[src/mips_exc_pkg.sv]
`default_nettype none

package mips_exc_pkg;

    // decoded operation.
    typedef enum logic [3:0] {
        OP_ADD,
        OP_ADDU,
        OP_SUB,
        OP_SUBU,
        OP_AND,
        OP_OR,
        OP_XOR,
        OP_SLT,
        OP_BEQ,
        OP_BNE,
        OP_TEQ,
        OP_TNE,
        OP_MTC0,
        OP_MFC0,
        OP_NONE
    } alu_op_e;

    typedef enum logic [2:0] {
        EXC_CHK_NONE,
        EXC_CHK_SYSCALL,
        EXC_CHK_BREAK,
        EXC_CHK_TRAP,
        EXC_CHK_OVERFLOW,
        EXC_CHK_RESERVED
    } exc_chk_e;

    // cause.exccode values.
    typedef enum logic [4:0] {
        EXC_SYS = 5'h8,
        EXC_BP  = 5'h9,
        EXC_RI  = 5'hA,
        EXC_OV  = 5'hC,
        EXC_TR  = 5'hD
    } exc_code_e;

    typedef struct packed {
        logic [31:0] pc;
        logic [31:0] instr;
    } instr_in_t;

    typedef struct packed {
        logic [31:0] pc;
        alu_op_e     op;
        exc_chk_e    exc_chk;
        logic [4:0]  rs;
        logic [4:0]  rt;
        logic [4:0]  rd;
        logic [31:0] imm;
        logic        use_imm;
        logic        wr_en;
        logic [4:0]  cop0_reg;
    } decoded_t;

    typedef struct packed {
        logic        exception_happen;
        exc_code_e   exc_code;
        logic [31:0] epc;
        logic        in_bd;
        logic [31:0] vector;
    } exc_info_t;

    typedef struct packed {
        logic [31:0] pc;
        logic        wr_en;
        logic [4:0]  wr_reg;
        logic [31:0] wr_data;
        logic        branch_taken;
        exc_info_t   exc;
    } exec_result_t;

    // cop0 register numbers.
    localparam logic [4:0] COP0_STATUS = 5'd12;
    localparam logic [4:0] COP0_CAUSE  = 5'd13;
    localparam logic [4:0] COP0_EPC    = 5'd14;
    localparam logic [4:0] COP0_EBASE  = 5'd15;

    localparam int STATUS_BEV_IDX = 22;

    localparam logic [31:0] STATUS_RESET = 32'h0040_0000;
    localparam logic [31:0] EBASE_RESET  = 32'h8000_0000;

endpackage

`default_nettype wire

[src/instr_decoder.sv]
`default_nettype none

module instr_decoder
    import mips_exc_pkg::*;
#(
    parameter int IN_DEPTH = 4
) (
    input  logic      clk,
    input  logic      rst,
    input  logic      in_valid,
    input  instr_in_t in_instr,
    output logic      in_credit,
    input  logic      ex_ready,
    output decoded_t  dec,
    output logic      dec_valid
);

    localparam int PTR_W = (IN_DEPTH > 1) ? $clog2(IN_DEPTH) : 1;
    localparam int CNT_W = $clog2(IN_DEPTH + 1);

    localparam logic [5:0] OPC_SPECIAL = 6'h00;
    localparam logic [5:0] OPC_BEQ     = 6'h04;
    localparam logic [5:0] OPC_BNE     = 6'h05;
    localparam logic [5:0] OPC_ADDI    = 6'h08;
    localparam logic [5:0] OPC_ADDIU   = 6'h09;
    localparam logic [5:0] OPC_COP0    = 6'h10;
    localparam logic [5:0] FN_SYSCALL  = 6'h0C;
    localparam logic [5:0] FN_BREAK    = 6'h0D;
    localparam logic [5:0] FN_ADD      = 6'h20;
    localparam logic [5:0] FN_ADDU     = 6'h21;
    localparam logic [5:0] FN_SUB      = 6'h22;
    localparam logic [5:0] FN_SUBU     = 6'h23;
    localparam logic [5:0] FN_AND      = 6'h24;
    localparam logic [5:0] FN_OR       = 6'h25;
    localparam logic [5:0] FN_XOR      = 6'h26;
    localparam logic [5:0] FN_SLT      = 6'h2A;
    localparam logic [5:0] FN_TEQ      = 6'h34;
    localparam logic [5:0] FN_TNE      = 6'h36;
    localparam logic [4:0] COP_MF      = 5'h00;
    localparam logic [4:0] COP_MT      = 5'h04;

    instr_in_t        fifo_mem [IN_DEPTH];
    logic [PTR_W-1:0] wr_ptr;
    logic [PTR_W-1:0] rd_ptr;
    logic [CNT_W-1:0] count;
    logic             fifo_empty;
    instr_in_t        head;
    logic             head_valid;
    logic             dec_load;
    logic             pop;
    logic             push;
    logic             pop_mem;
    decoded_t         d;

    function automatic logic [PTR_W-1:0] ptr_inc(input logic [PTR_W-1:0] ptr);
        return (ptr == PTR_W'(IN_DEPTH - 1)) ? '0 : ptr + 1'b1;
    endfunction

    // an empty fifo lets the incoming word straight through.
    assign fifo_empty = (count == '0);
    assign head       = fifo_empty ? in_instr : fifo_mem[rd_ptr];
    assign head_valid = !fifo_empty || in_valid;
    assign dec_load   = !dec_valid || ex_ready;
    assign pop        = head_valid && dec_load;
    assign push       = in_valid && !(fifo_empty && dec_load);
    assign pop_mem    = pop && !fifo_empty;

    always_ff @(posedge clk) begin
        if (push) begin
            fifo_mem[wr_ptr] <= in_instr;
        end
    end

    always_ff @(posedge clk) begin
        if (rst) begin
            wr_ptr    <= '0;
            rd_ptr    <= '0;
            count     <= '0;
            in_credit <= 1'b0;
            dec_valid <= 1'b0;
        end else begin
            in_credit <= pop;
            if (push) begin
                wr_ptr <= ptr_inc(wr_ptr);
            end
            if (pop_mem) begin
                rd_ptr <= ptr_inc(rd_ptr);
            end
            case ({push, pop_mem})
                2'b10:   count <= count + 1'b1;
                2'b01:   count <= count - 1'b1;
                default: count <= count;
            endcase
            if (dec_load) begin
                dec_valid <= pop;
            end
        end
    end

    always_ff @(posedge clk) begin
        if (dec_load) begin
            dec <= d;
        end
    end

    // classify the head word.
    always_comb begin
        d          = '0;
        d.pc       = head.pc;
        d.op       = OP_NONE;
        d.exc_chk  = EXC_CHK_RESERVED;
        d.rs       = head.instr[25:21];
        d.rt       = head.instr[20:16];
        d.rd       = head.instr[15:11];
        d.imm      = {{16{head.instr[15]}}, head.instr[15:0]};
        d.cop0_reg = head.instr[15:11];
        case (head.instr[31:26])
            OPC_SPECIAL: begin
                case (head.instr[5:0])
                    FN_ADD:     d.op = OP_ADD;
                    FN_ADDU:    d.op = OP_ADDU;
                    FN_SUB:     d.op = OP_SUB;
                    FN_SUBU:    d.op = OP_SUBU;
                    FN_AND:     d.op = OP_AND;
                    FN_OR:      d.op = OP_OR;
                    FN_XOR:     d.op = OP_XOR;
                    FN_SLT:     d.op = OP_SLT;
                    FN_TEQ:     d.op = OP_TEQ;
                    FN_TNE:     d.op = OP_TNE;
                    FN_SYSCALL: d.exc_chk = EXC_CHK_SYSCALL;
                    FN_BREAK:   d.exc_chk = EXC_CHK_BREAK;
                    default:    d.op = OP_NONE;
                endcase
            end
            OPC_BEQ: d.op = OP_BEQ;
            OPC_BNE: d.op = OP_BNE;
            OPC_ADDI, OPC_ADDIU: begin
                d.op      = (head.instr[31:26] == OPC_ADDI) ? OP_ADD : OP_ADDU;
                d.use_imm = 1'b1;
                d.rd      = head.instr[20:16];
            end
            OPC_COP0: begin
                if (head.instr[25:21] == COP_MF) begin
                    d.op = OP_MFC0;
                    d.rd = head.instr[20:16];
                end else if (head.instr[25:21] == COP_MT) begin
                    d.op = OP_MTC0;
                end
            end
            default: d.op = OP_NONE;
        endcase
        // recognised ops get their check and write enable.
        if (d.op != OP_NONE) begin
            case (d.op)
                OP_ADD, OP_SUB: d.exc_chk = EXC_CHK_OVERFLOW;
                OP_TEQ, OP_TNE: d.exc_chk = EXC_CHK_TRAP;
                default:        d.exc_chk = EXC_CHK_NONE;
            endcase
            case (d.op)
                OP_BEQ, OP_BNE, OP_TEQ, OP_TNE, OP_MTC0: d.wr_en = 1'b0;
                default:                                 d.wr_en = 1'b1;
            endcase
        end
    end

endmodule

`default_nettype wire

[src/exception_controller.sv]
`default_nettype none

module exception_controller
    import mips_exc_pkg::*;
(
    input  decoded_t    dec,
    input  logic        overflow,
    input  logic        trap_cond,
    input  logic        prev_taken,
    input  logic        status_bev,
    input  logic [31:0] ebase,
    output exc_info_t   exc
);

    localparam logic [31:0] BOOT_EXC_BASE  = 32'hBFC0_0200;
    localparam logic [31:0] GEN_EXC_OFFSET = 32'h0000_0180;

    logic        happen;
    exc_code_e   code;
    logic [31:0] vector;

    always_comb begin
        happen = 1'b1;
        code   = EXC_SYS;
        case (dec.exc_chk)
            EXC_CHK_SYSCALL: begin
                code = EXC_SYS;
            end
            EXC_CHK_BREAK: begin
                code = EXC_BP;
            end
            EXC_CHK_RESERVED: begin
                code = EXC_RI;
            end
            EXC_CHK_TRAP: begin
                code   = EXC_TR;
                happen = trap_cond;
            end
            EXC_CHK_OVERFLOW: begin
                code   = EXC_OV;
                happen = overflow;
            end
            default: begin
                happen = 1'b0;
            end
        endcase
    end

    // bootstrap vectors while bev is set.
    always_comb begin
        if (status_bev) begin
            vector = BOOT_EXC_BASE + GEN_EXC_OFFSET;
        end else begin
            vector = ebase + GEN_EXC_OFFSET;
        end
    end

    always_comb begin
        exc = '0;
        if (happen) begin
            exc.exception_happen = 1'b1;
            exc.exc_code         = code;
            exc.vector           = vector;
            // a taken branch just before puts us in its delay slot.
            exc.in_bd            = prev_taken;
            exc.epc              = prev_taken ? dec.pc - 32'd4 : dec.pc;
        end
    end

endmodule

`default_nettype wire

[src/cop0_regs.sv]
`default_nettype none

module cop0_regs
    import mips_exc_pkg::*;
(
    input  logic        clk,
    input  logic        rst,
    input  logic        mtc0_en,
    input  logic [4:0]  reg_sel,
    input  logic [31:0] wdata,
    input  logic        exc_commit,
    input  exc_info_t   exc,
    output logic [31:0] rdata,
    output logic        status_bev,
    output logic [31:0] ebase
);

    logic [31:0] status;
    logic [31:0] cause;
    logic [31:0] epc;
    logic [31:0] ebase_reg;

    always_ff @(posedge clk) begin
        if (rst) begin
            status    <= STATUS_RESET;
            cause     <= '0;
            epc       <= '0;
            ebase_reg <= EBASE_RESET;
        end else begin
            // only status and ebase are writable.
            if (mtc0_en) begin
                case (reg_sel)
                    COP0_STATUS: status <= wdata;
                    COP0_EBASE:  ebase_reg <= wdata;
                    default:     ;
                endcase
            end
            if (exc_commit) begin
                epc        <= exc.epc;
                cause[6:2] <= exc.exc_code;
                cause[31]  <= exc.in_bd;
            end
        end
    end

    always_comb begin
        case (reg_sel)
            COP0_STATUS: rdata = status;
            COP0_CAUSE:  rdata = cause;
            COP0_EPC:    rdata = epc;
            COP0_EBASE:  rdata = ebase_reg;
            default:     rdata = '0;
        endcase
    end

    assign status_bev = status[STATUS_BEV_IDX];
    assign ebase      = ebase_reg;

endmodule

`default_nettype wire

[src/alu_execute.sv]
`default_nettype none

module alu_execute
    import mips_exc_pkg::*;
(
    input  logic         clk,
    input  logic         rst,
    input  decoded_t     dec,
    input  logic         dec_valid,
    output logic         ex_ready,
    input  logic         res_ready,
    input  logic         prev_taken,
    output exec_result_t ex_result,
    output logic         ex_valid
);

    logic [31:0] regs [32];
    decoded_t    slot;
    logic        slot_valid;
    logic        commit;
    logic [31:0] op_a;
    logic [31:0] rt_val;
    logic [31:0] op_b;
    logic [31:0] sum;
    logic [31:0] diff;
    logic [31:0] alu_res;
    logic        overflow;
    logic        trap_cond;
    logic        taken;
    logic        wr_en_eff;
    exc_info_t   exc;
    logic [31:0] cop0_rdata;
    logic        status_bev;
    logic [31:0] ebase;

    assign commit   = slot_valid && res_ready;
    assign ex_ready = commit || !slot_valid;
    assign ex_valid = slot_valid;

    always_ff @(posedge clk) begin
        if (rst) begin
            slot_valid <= 1'b0;
        end else if (ex_ready) begin
            slot_valid <= dec_valid;
        end
    end

    always_ff @(posedge clk) begin
        if (ex_ready) begin
            slot <= dec;
        end
    end

    // r0 always reads zero.
    assign op_a   = (slot.rs == 5'd0) ? '0 : regs[slot.rs];
    assign rt_val = (slot.rt == 5'd0) ? '0 : regs[slot.rt];
    assign op_b   = slot.use_imm ? slot.imm : rt_val;
    assign sum    = op_a + op_b;
    assign diff   = op_a - op_b;

    always_comb begin
        case (slot.op)
            OP_ADD, OP_ADDU: alu_res = sum;
            OP_SUB, OP_SUBU: alu_res = diff;
            OP_AND:          alu_res = op_a & op_b;
            OP_OR:           alu_res = op_a | op_b;
            OP_XOR:          alu_res = op_a ^ op_b;
            OP_SLT:          alu_res = {31'd0, $signed(op_a) < $signed(op_b)};
            OP_MFC0:         alu_res = cop0_rdata;
            default:         alu_res = '0;
        endcase
        case (slot.op)
            OP_ADD:  overflow = (op_a[31] == op_b[31]) && (sum[31] != op_a[31]);
            OP_SUB:  overflow = (op_a[31] != op_b[31]) && (diff[31] != op_a[31]);
            default: overflow = 1'b0;
        endcase
    end

    assign taken = ((slot.op == OP_BEQ) && (op_a == rt_val)) ||
                   ((slot.op == OP_BNE) && (op_a != rt_val));
    assign trap_cond = ((slot.op == OP_TEQ) && (op_a == rt_val)) ||
                       ((slot.op == OP_TNE) && (op_a != rt_val));
    assign wr_en_eff = slot.wr_en && !exc.exception_happen;

    always_comb begin
        ex_result              = '0;
        ex_result.pc           = slot.pc;
        ex_result.wr_en        = wr_en_eff;
        ex_result.wr_reg       = slot.rd;
        ex_result.wr_data      = wr_en_eff ? alu_res : '0;
        ex_result.branch_taken = taken;
        ex_result.exc          = exc;
    end

    always_ff @(posedge clk) begin
        if (commit && wr_en_eff && (slot.rd != 5'd0)) begin
            regs[slot.rd] <= alu_res;
        end
    end

    exception_controller exception_controller_i (
        .dec        (slot),
        .overflow   (overflow),
        .trap_cond  (trap_cond),
        .prev_taken (prev_taken),
        .status_bev (status_bev),
        .ebase      (ebase),
        .exc        (exc)
    );

    cop0_regs cop0_regs_i (
        .clk        (clk),
        .rst        (rst),
        .mtc0_en    (commit && (slot.op == OP_MTC0)),
        .reg_sel    (slot.cop0_reg),
        .wdata      (rt_val),
        .exc_commit (commit && exc.exception_happen),
        .exc        (exc),
        .rdata      (cop0_rdata),
        .status_bev (status_bev),
        .ebase      (ebase)
    );

endmodule

`default_nettype wire

[src/result_stage.sv]
`default_nettype none

module result_stage
    import mips_exc_pkg::*;
#(
    parameter int OUT_CREDITS = 4
) (
    input  logic         clk,
    input  logic         rst,
    input  exec_result_t ex_result,
    input  logic         ex_valid,
    output logic         res_ready,
    input  logic         out_credit,
    output logic         out_valid,
    output exec_result_t out_result,
    output logic         prev_taken
);

    localparam int CRD_W = $clog2(OUT_CREDITS + 1);

    logic             out_full;
    logic [CRD_W-1:0] credits;
    logic             load;

    // one record leaves per cycle while credit lasts.
    assign out_valid = out_full && (credits != '0);
    assign res_ready = !out_full || out_valid;
    assign load      = ex_valid && res_ready;

    always_ff @(posedge clk) begin
        if (rst) begin
            out_full   <= 1'b0;
            credits    <= CRD_W'(OUT_CREDITS);
            prev_taken <= 1'b0;
        end else begin
            if (load) begin
                out_full   <= 1'b1;
                prev_taken <= ex_result.branch_taken;
            end else if (out_valid) begin
                out_full <= 1'b0;
            end
            case ({out_valid, out_credit})
                2'b10:   credits <= credits - 1'b1;
                2'b01:   credits <= credits + 1'b1;
                default: credits <= credits;
            endcase
        end
    end

    always_ff @(posedge clk) begin
        if (load) begin
            out_result <= ex_result;
        end
    end

endmodule

`default_nettype wire

[src/exc_core_top.sv]
`default_nettype none

module exc_core_top
    import mips_exc_pkg::*;
#(
    parameter int IN_DEPTH    = 4,
    parameter int OUT_CREDITS = 4
) (
    input  logic         clk,
    input  logic         rst,
    input  logic         in_valid,
    input  instr_in_t    in_instr,
    output logic         in_credit,
    output logic         out_valid,
    output exec_result_t out_result,
    input  logic         out_credit
);

    decoded_t     dec;
    logic         dec_valid;
    logic         ex_ready;
    exec_result_t ex_result;
    logic         ex_valid;
    logic         res_ready;
    logic         prev_taken;

    instr_decoder #(
        .IN_DEPTH (IN_DEPTH)
    ) instr_decoder_i (
        .clk       (clk),
        .rst       (rst),
        .in_valid  (in_valid),
        .in_instr  (in_instr),
        .in_credit (in_credit),
        .ex_ready  (ex_ready),
        .dec       (dec),
        .dec_valid (dec_valid)
    );

    alu_execute alu_execute_i (
        .clk        (clk),
        .rst        (rst),
        .dec        (dec),
        .dec_valid  (dec_valid),
        .ex_ready   (ex_ready),
        .res_ready  (res_ready),
        .prev_taken (prev_taken),
        .ex_result  (ex_result),
        .ex_valid   (ex_valid)
    );

    result_stage #(
        .OUT_CREDITS (OUT_CREDITS)
    ) result_stage_i (
        .clk        (clk),
        .rst        (rst),
        .ex_result  (ex_result),
        .ex_valid   (ex_valid),
        .res_ready  (res_ready),
        .out_credit (out_credit),
        .out_valid  (out_valid),
        .out_result (out_result),
        .prev_taken (prev_taken)
    );

endmodule

`default_nettype wire

[config.mk]
export PLATFORM = sky130hd
export DESIGN_NAME = exc_core_top
export DESIGN_NICKNAME = d
export VERILOG_FILES = /design/src/mips_exc_pkg.sv /design/src/instr_decoder.sv /design/src/exception_controller.sv /design/src/cop0_regs.sv /design/src/alu_execute.sv /design/src/result_stage.sv /design/src/exc_core_top.sv
export SDC_FILE = /design/constraint.sdc
export NUM_CORES = 2
export LEC_CHECK = 0
export BUFFER_PORTS_ARGS = -buffer_cell sky130_fd_sc_hd__buf_2
export CAP_MARGIN = 20
export CELL_PAD_IN_SITES_DETAIL_PLACEMENT = 0
export CELL_PAD_IN_SITES_GLOBAL_PLACEMENT = 2
export CORE_MARGIN = 1
export CORE_UTILIZATION = 34
export DETAILED_ROUTE_END_ITERATION = 10
export PLACE_DENSITY_LB_ADDON = 0.1
export RECOVER_POWER = 25
export SLEW_MARGIN = 30
export SYNTH_ARGS = -nofsm -noshare
export SYNTH_HDL_FRONTEND = slang
export SYNTH_HIERARCHICAL = 1
export SYNTH_SLANG_ARGS = --single-unit
[constraint.sdc]
create_clock -name clk -period 10.7 [get_ports clk]
set_input_delay 1.605 -clock clk [delete_from_list [all_inputs] [get_ports clk]]
set_output_delay 1.605 -clock clk [all_outputs]
set_load 0.02 [all_outputs]
==> flow_summary_export.csv <==
group,metric,value,unit
finish,fin_cells,8478,
die,io-pin-count,212,
logic_synthesis,synth_edf_count,1587,
worst_setup_path,start_kind,"flop",
clocking,clkSlewWorstSetupHoldPaths,0.06,ns
outcome,status,"finished with violations",
route,drt-pass1-iter-count,5,
finish,drive_above_1_share,0.261,
worst_setup_path,cp-end-kind,"flop",
hold_path,worstHoldPathType,"reg2reg",
logic_synthesis,synth_common_cells,"edfxtp_1, mux4_2, nand2_1, nor2_1, inv_1",
logic_synthesis,ys_ff_latch,1716,
sta,tns,0,ns
worst_setup_path,crit_required,11.15,ns
place,preCtsSetupSlack,1.31,ns
clocking,cts_buffer_depth,3,
route,first_iter_violations,4295,
logic_synthesis,synth.most_common_cell,"edfxtp_1",
finish,largest_reg_flops,1024,
sta,fin_skew,0.0787,ns
sta,fmax,105,MHz
route,ant_nets,0,
clocking,ctsResizeCount,0,
sta,hold_viol,0,
clocking,cts_tree,"yes",
logic_synthesis,synth.cell_area,81200,um2
place,hpwl,186,mm
power,leakagePower,30.9,nW
clocking,ctsHoldBuffers,0,
finish,area_growth,14.2,%
worst_setup_path,path_max_fanout,45,
sta,fin_crit_sh,0.888,
clocking,htreeDepth,4,
finish,top_register,"alu_execute_i/regs",
worst_setup_path,crit_type,"reg2reg",
job,drv_cap,9,
sta,finalCriticalPeriod,9.50,ns
logic_synthesis,synth_top_area_share,0.587,
place,place_congestion,0.836,
die,start_util,0.342,
clocking,numClockSinks,1716,
route,wl,271,mm
global_route,grt_pass1_wl,379,mm
power,ir_drop,0.000219,V
worst_setup_path,crit_path_frequent_cell,"buf_4",
sta,tightest_slew,8.40,ns
outcome,violations,"max-capacitance violations, max-slew violations",
global_route,grt_max_degree,139,
clocking,clock_latency,0.89,ns
sta,slew_headroom,-4.60,
place,portBuffers,211,
sta,final-setup-viol-count,0,
finish,fin_nets,5317,
clocking,cts_buffers,194,
clocking,post_cts_buffers,0,
die,core_area,238000,um2
worst_setup_path,cp_top_family,"compound AO/OA/AOI/OAI gates",
route,wl_per_cell,31.9,um
logic_synthesis,synth_cells,4859,
worst_setup_path,worst_path_largest_cell_delay,0.72,ns
global_route,grt_pass1_vias,47500,
sta,worst_slack,1.20,ns
die,die_y,491,um
global_route,grt.total_usage,0.222,
place,numPlacedInstances,8108,
power,design_power_total,0.0310,W
logic_synthesis,synth_flop_cell,"edfxtp_1",
global_route,antenna_found_initial,25,
logic_synthesis,ys_warn_count,6,
logic_synthesis,ys_seq_area_frac,0.619,
logic_synthesis,synth_cell_type_count,103,
worst_setup_path,path_buf_inv,6,
logic_synthesis,async_flop_share,0,
worst_setup_path,cpMaxStageDelayCell,"dfxtp_4",
worst_setup_path,arrival,9.94,ns
route,drc,0,
route,vias_per_cell,5.50,
route,vias,46600,
finish,reg_top3,"alu_execute_i/regs x1024, instr_decoder_i/fifo_mem x256, result_stage_i/out_result x142",
sta,drv_slew,410,
global_route,gr-total-overflow,0,
power,power_density,334,nW/um2
die,dieArea,241000,um2
die,rows,179,
logic_synthesis,yosysTopAreaCell,"edfxtp_1",
clocking,cts_root_buf,"clkbuf_16",
die,die_w,491,um
sta,rsz0062_at_grt,"no",
logic_synthesis,syn_area_per_cell,16.7,um2
logic_synthesis,synthTopCellsByArea,"edfxtp_1, mux4_2, dfxtp_1",
==> logic make-up (layout without fill, tap and decap cells) <==
group / after synthesis / in the layout / synth area share
AOI/OAI and AO/OA: 581 / 581 / 0.0461
xor gates and xnor gates: 68 / 68 / 0.00733
adders and majority gates: 112 / 112 / 0.0176
buffers and inverters: 538 / 951 / 0.0346
DFF: 1716 / 1716 / 0.619
muxes: 876 / 876 / 0.216
other: 2 / 41 / 0.0000925
and+or+nand+nor: 966 / 966 / 0.0597
==> final timing paths <==
kind / depth (start not counted) / slack [ns] / end / startpoint
max: 28 / 1.20 / alu_execute_i/regs[25][28] / flop
min: 0 / 0.36 / alu_execute_i/ex_result[104] / instr_decoder_i/dec[39]
max reg2reg: 28 / 1.20 / alu_execute_i/regs[25][28] / flop
min reg2reg: 0 / 0.36 / alu_execute_i/ex_result[104] / instr_decoder_i/dec[39]
==> worst reg2reg max path, delay by kind of cell, from the launching register on <==
family,cells,cell delay [ns]
buffers and inverters,6,1.80
flip-flops,1,0.72
multiplexers,3,1.39
AND/OR/NAND/NOR,7,1.60
adder cells (fa/ha/maj),1,0.39
AO/OA/AOI/OAI,11,3.12
==> where the power goes <==
group | switching [W] | total [W] | internal [W]
Sequential | 0.000759 | 0.00938 | 0.00862
Combinational | 0.00928 | 0.0148 | 0.00550
Clock | 0.00292 | 0.00681 | 0.00389
==> cell type report <==
class | count | area [um2]
Fill cell | 21800 | 145000
Sequential cell | 1716 | 50300
Multi-Input combinational cell | 2636 | 28700
Clock buffer | 234 | 5070
Tap cell | 3167 | 3960
Timing Repair Buffer | 409 | 2580
Clock inverter | 128 | 1440
Inverter | 180 | 679
Antenna cell | 8 | 20.0
==> metrics by stage <==
step,utilization,instance area [um2],hold WS (ns)
after global placement,0.364,86400,0.401
after floorplan,-,81300,0.400
after CTS,0.391,93000,0.372
after global routing,0.390,92700,0.391
final,0.390,92700,0.361
after detailed placement,0.364,86500,0.405
==> routing by layer <==
layer,vias to the layer above,track usage,share of wire
met5,-,0,0.00058
met4,24,0.0465,0.019
met3,308,0.0314,0.045
met2,1173,0.355,0.48
met1,25100,0.322,0.46
li1,20000,-,-
==> cell usage in the layout, fill, tap and decap left out, drive strengths merged, types with 108 or more instances in the layout <==
cell type,synthesis,final
dfxtp,129,129
buf,226,198
edfxtp,1587,1587
a21oi,150,150
inv,178,183
clkbuf,132,445
o21ai,153,153
ha,108,108
nand2,270,270
mux2i,110,110
nor2,261,261
mux4,691,691
Power figures use the tool's default switching activity.
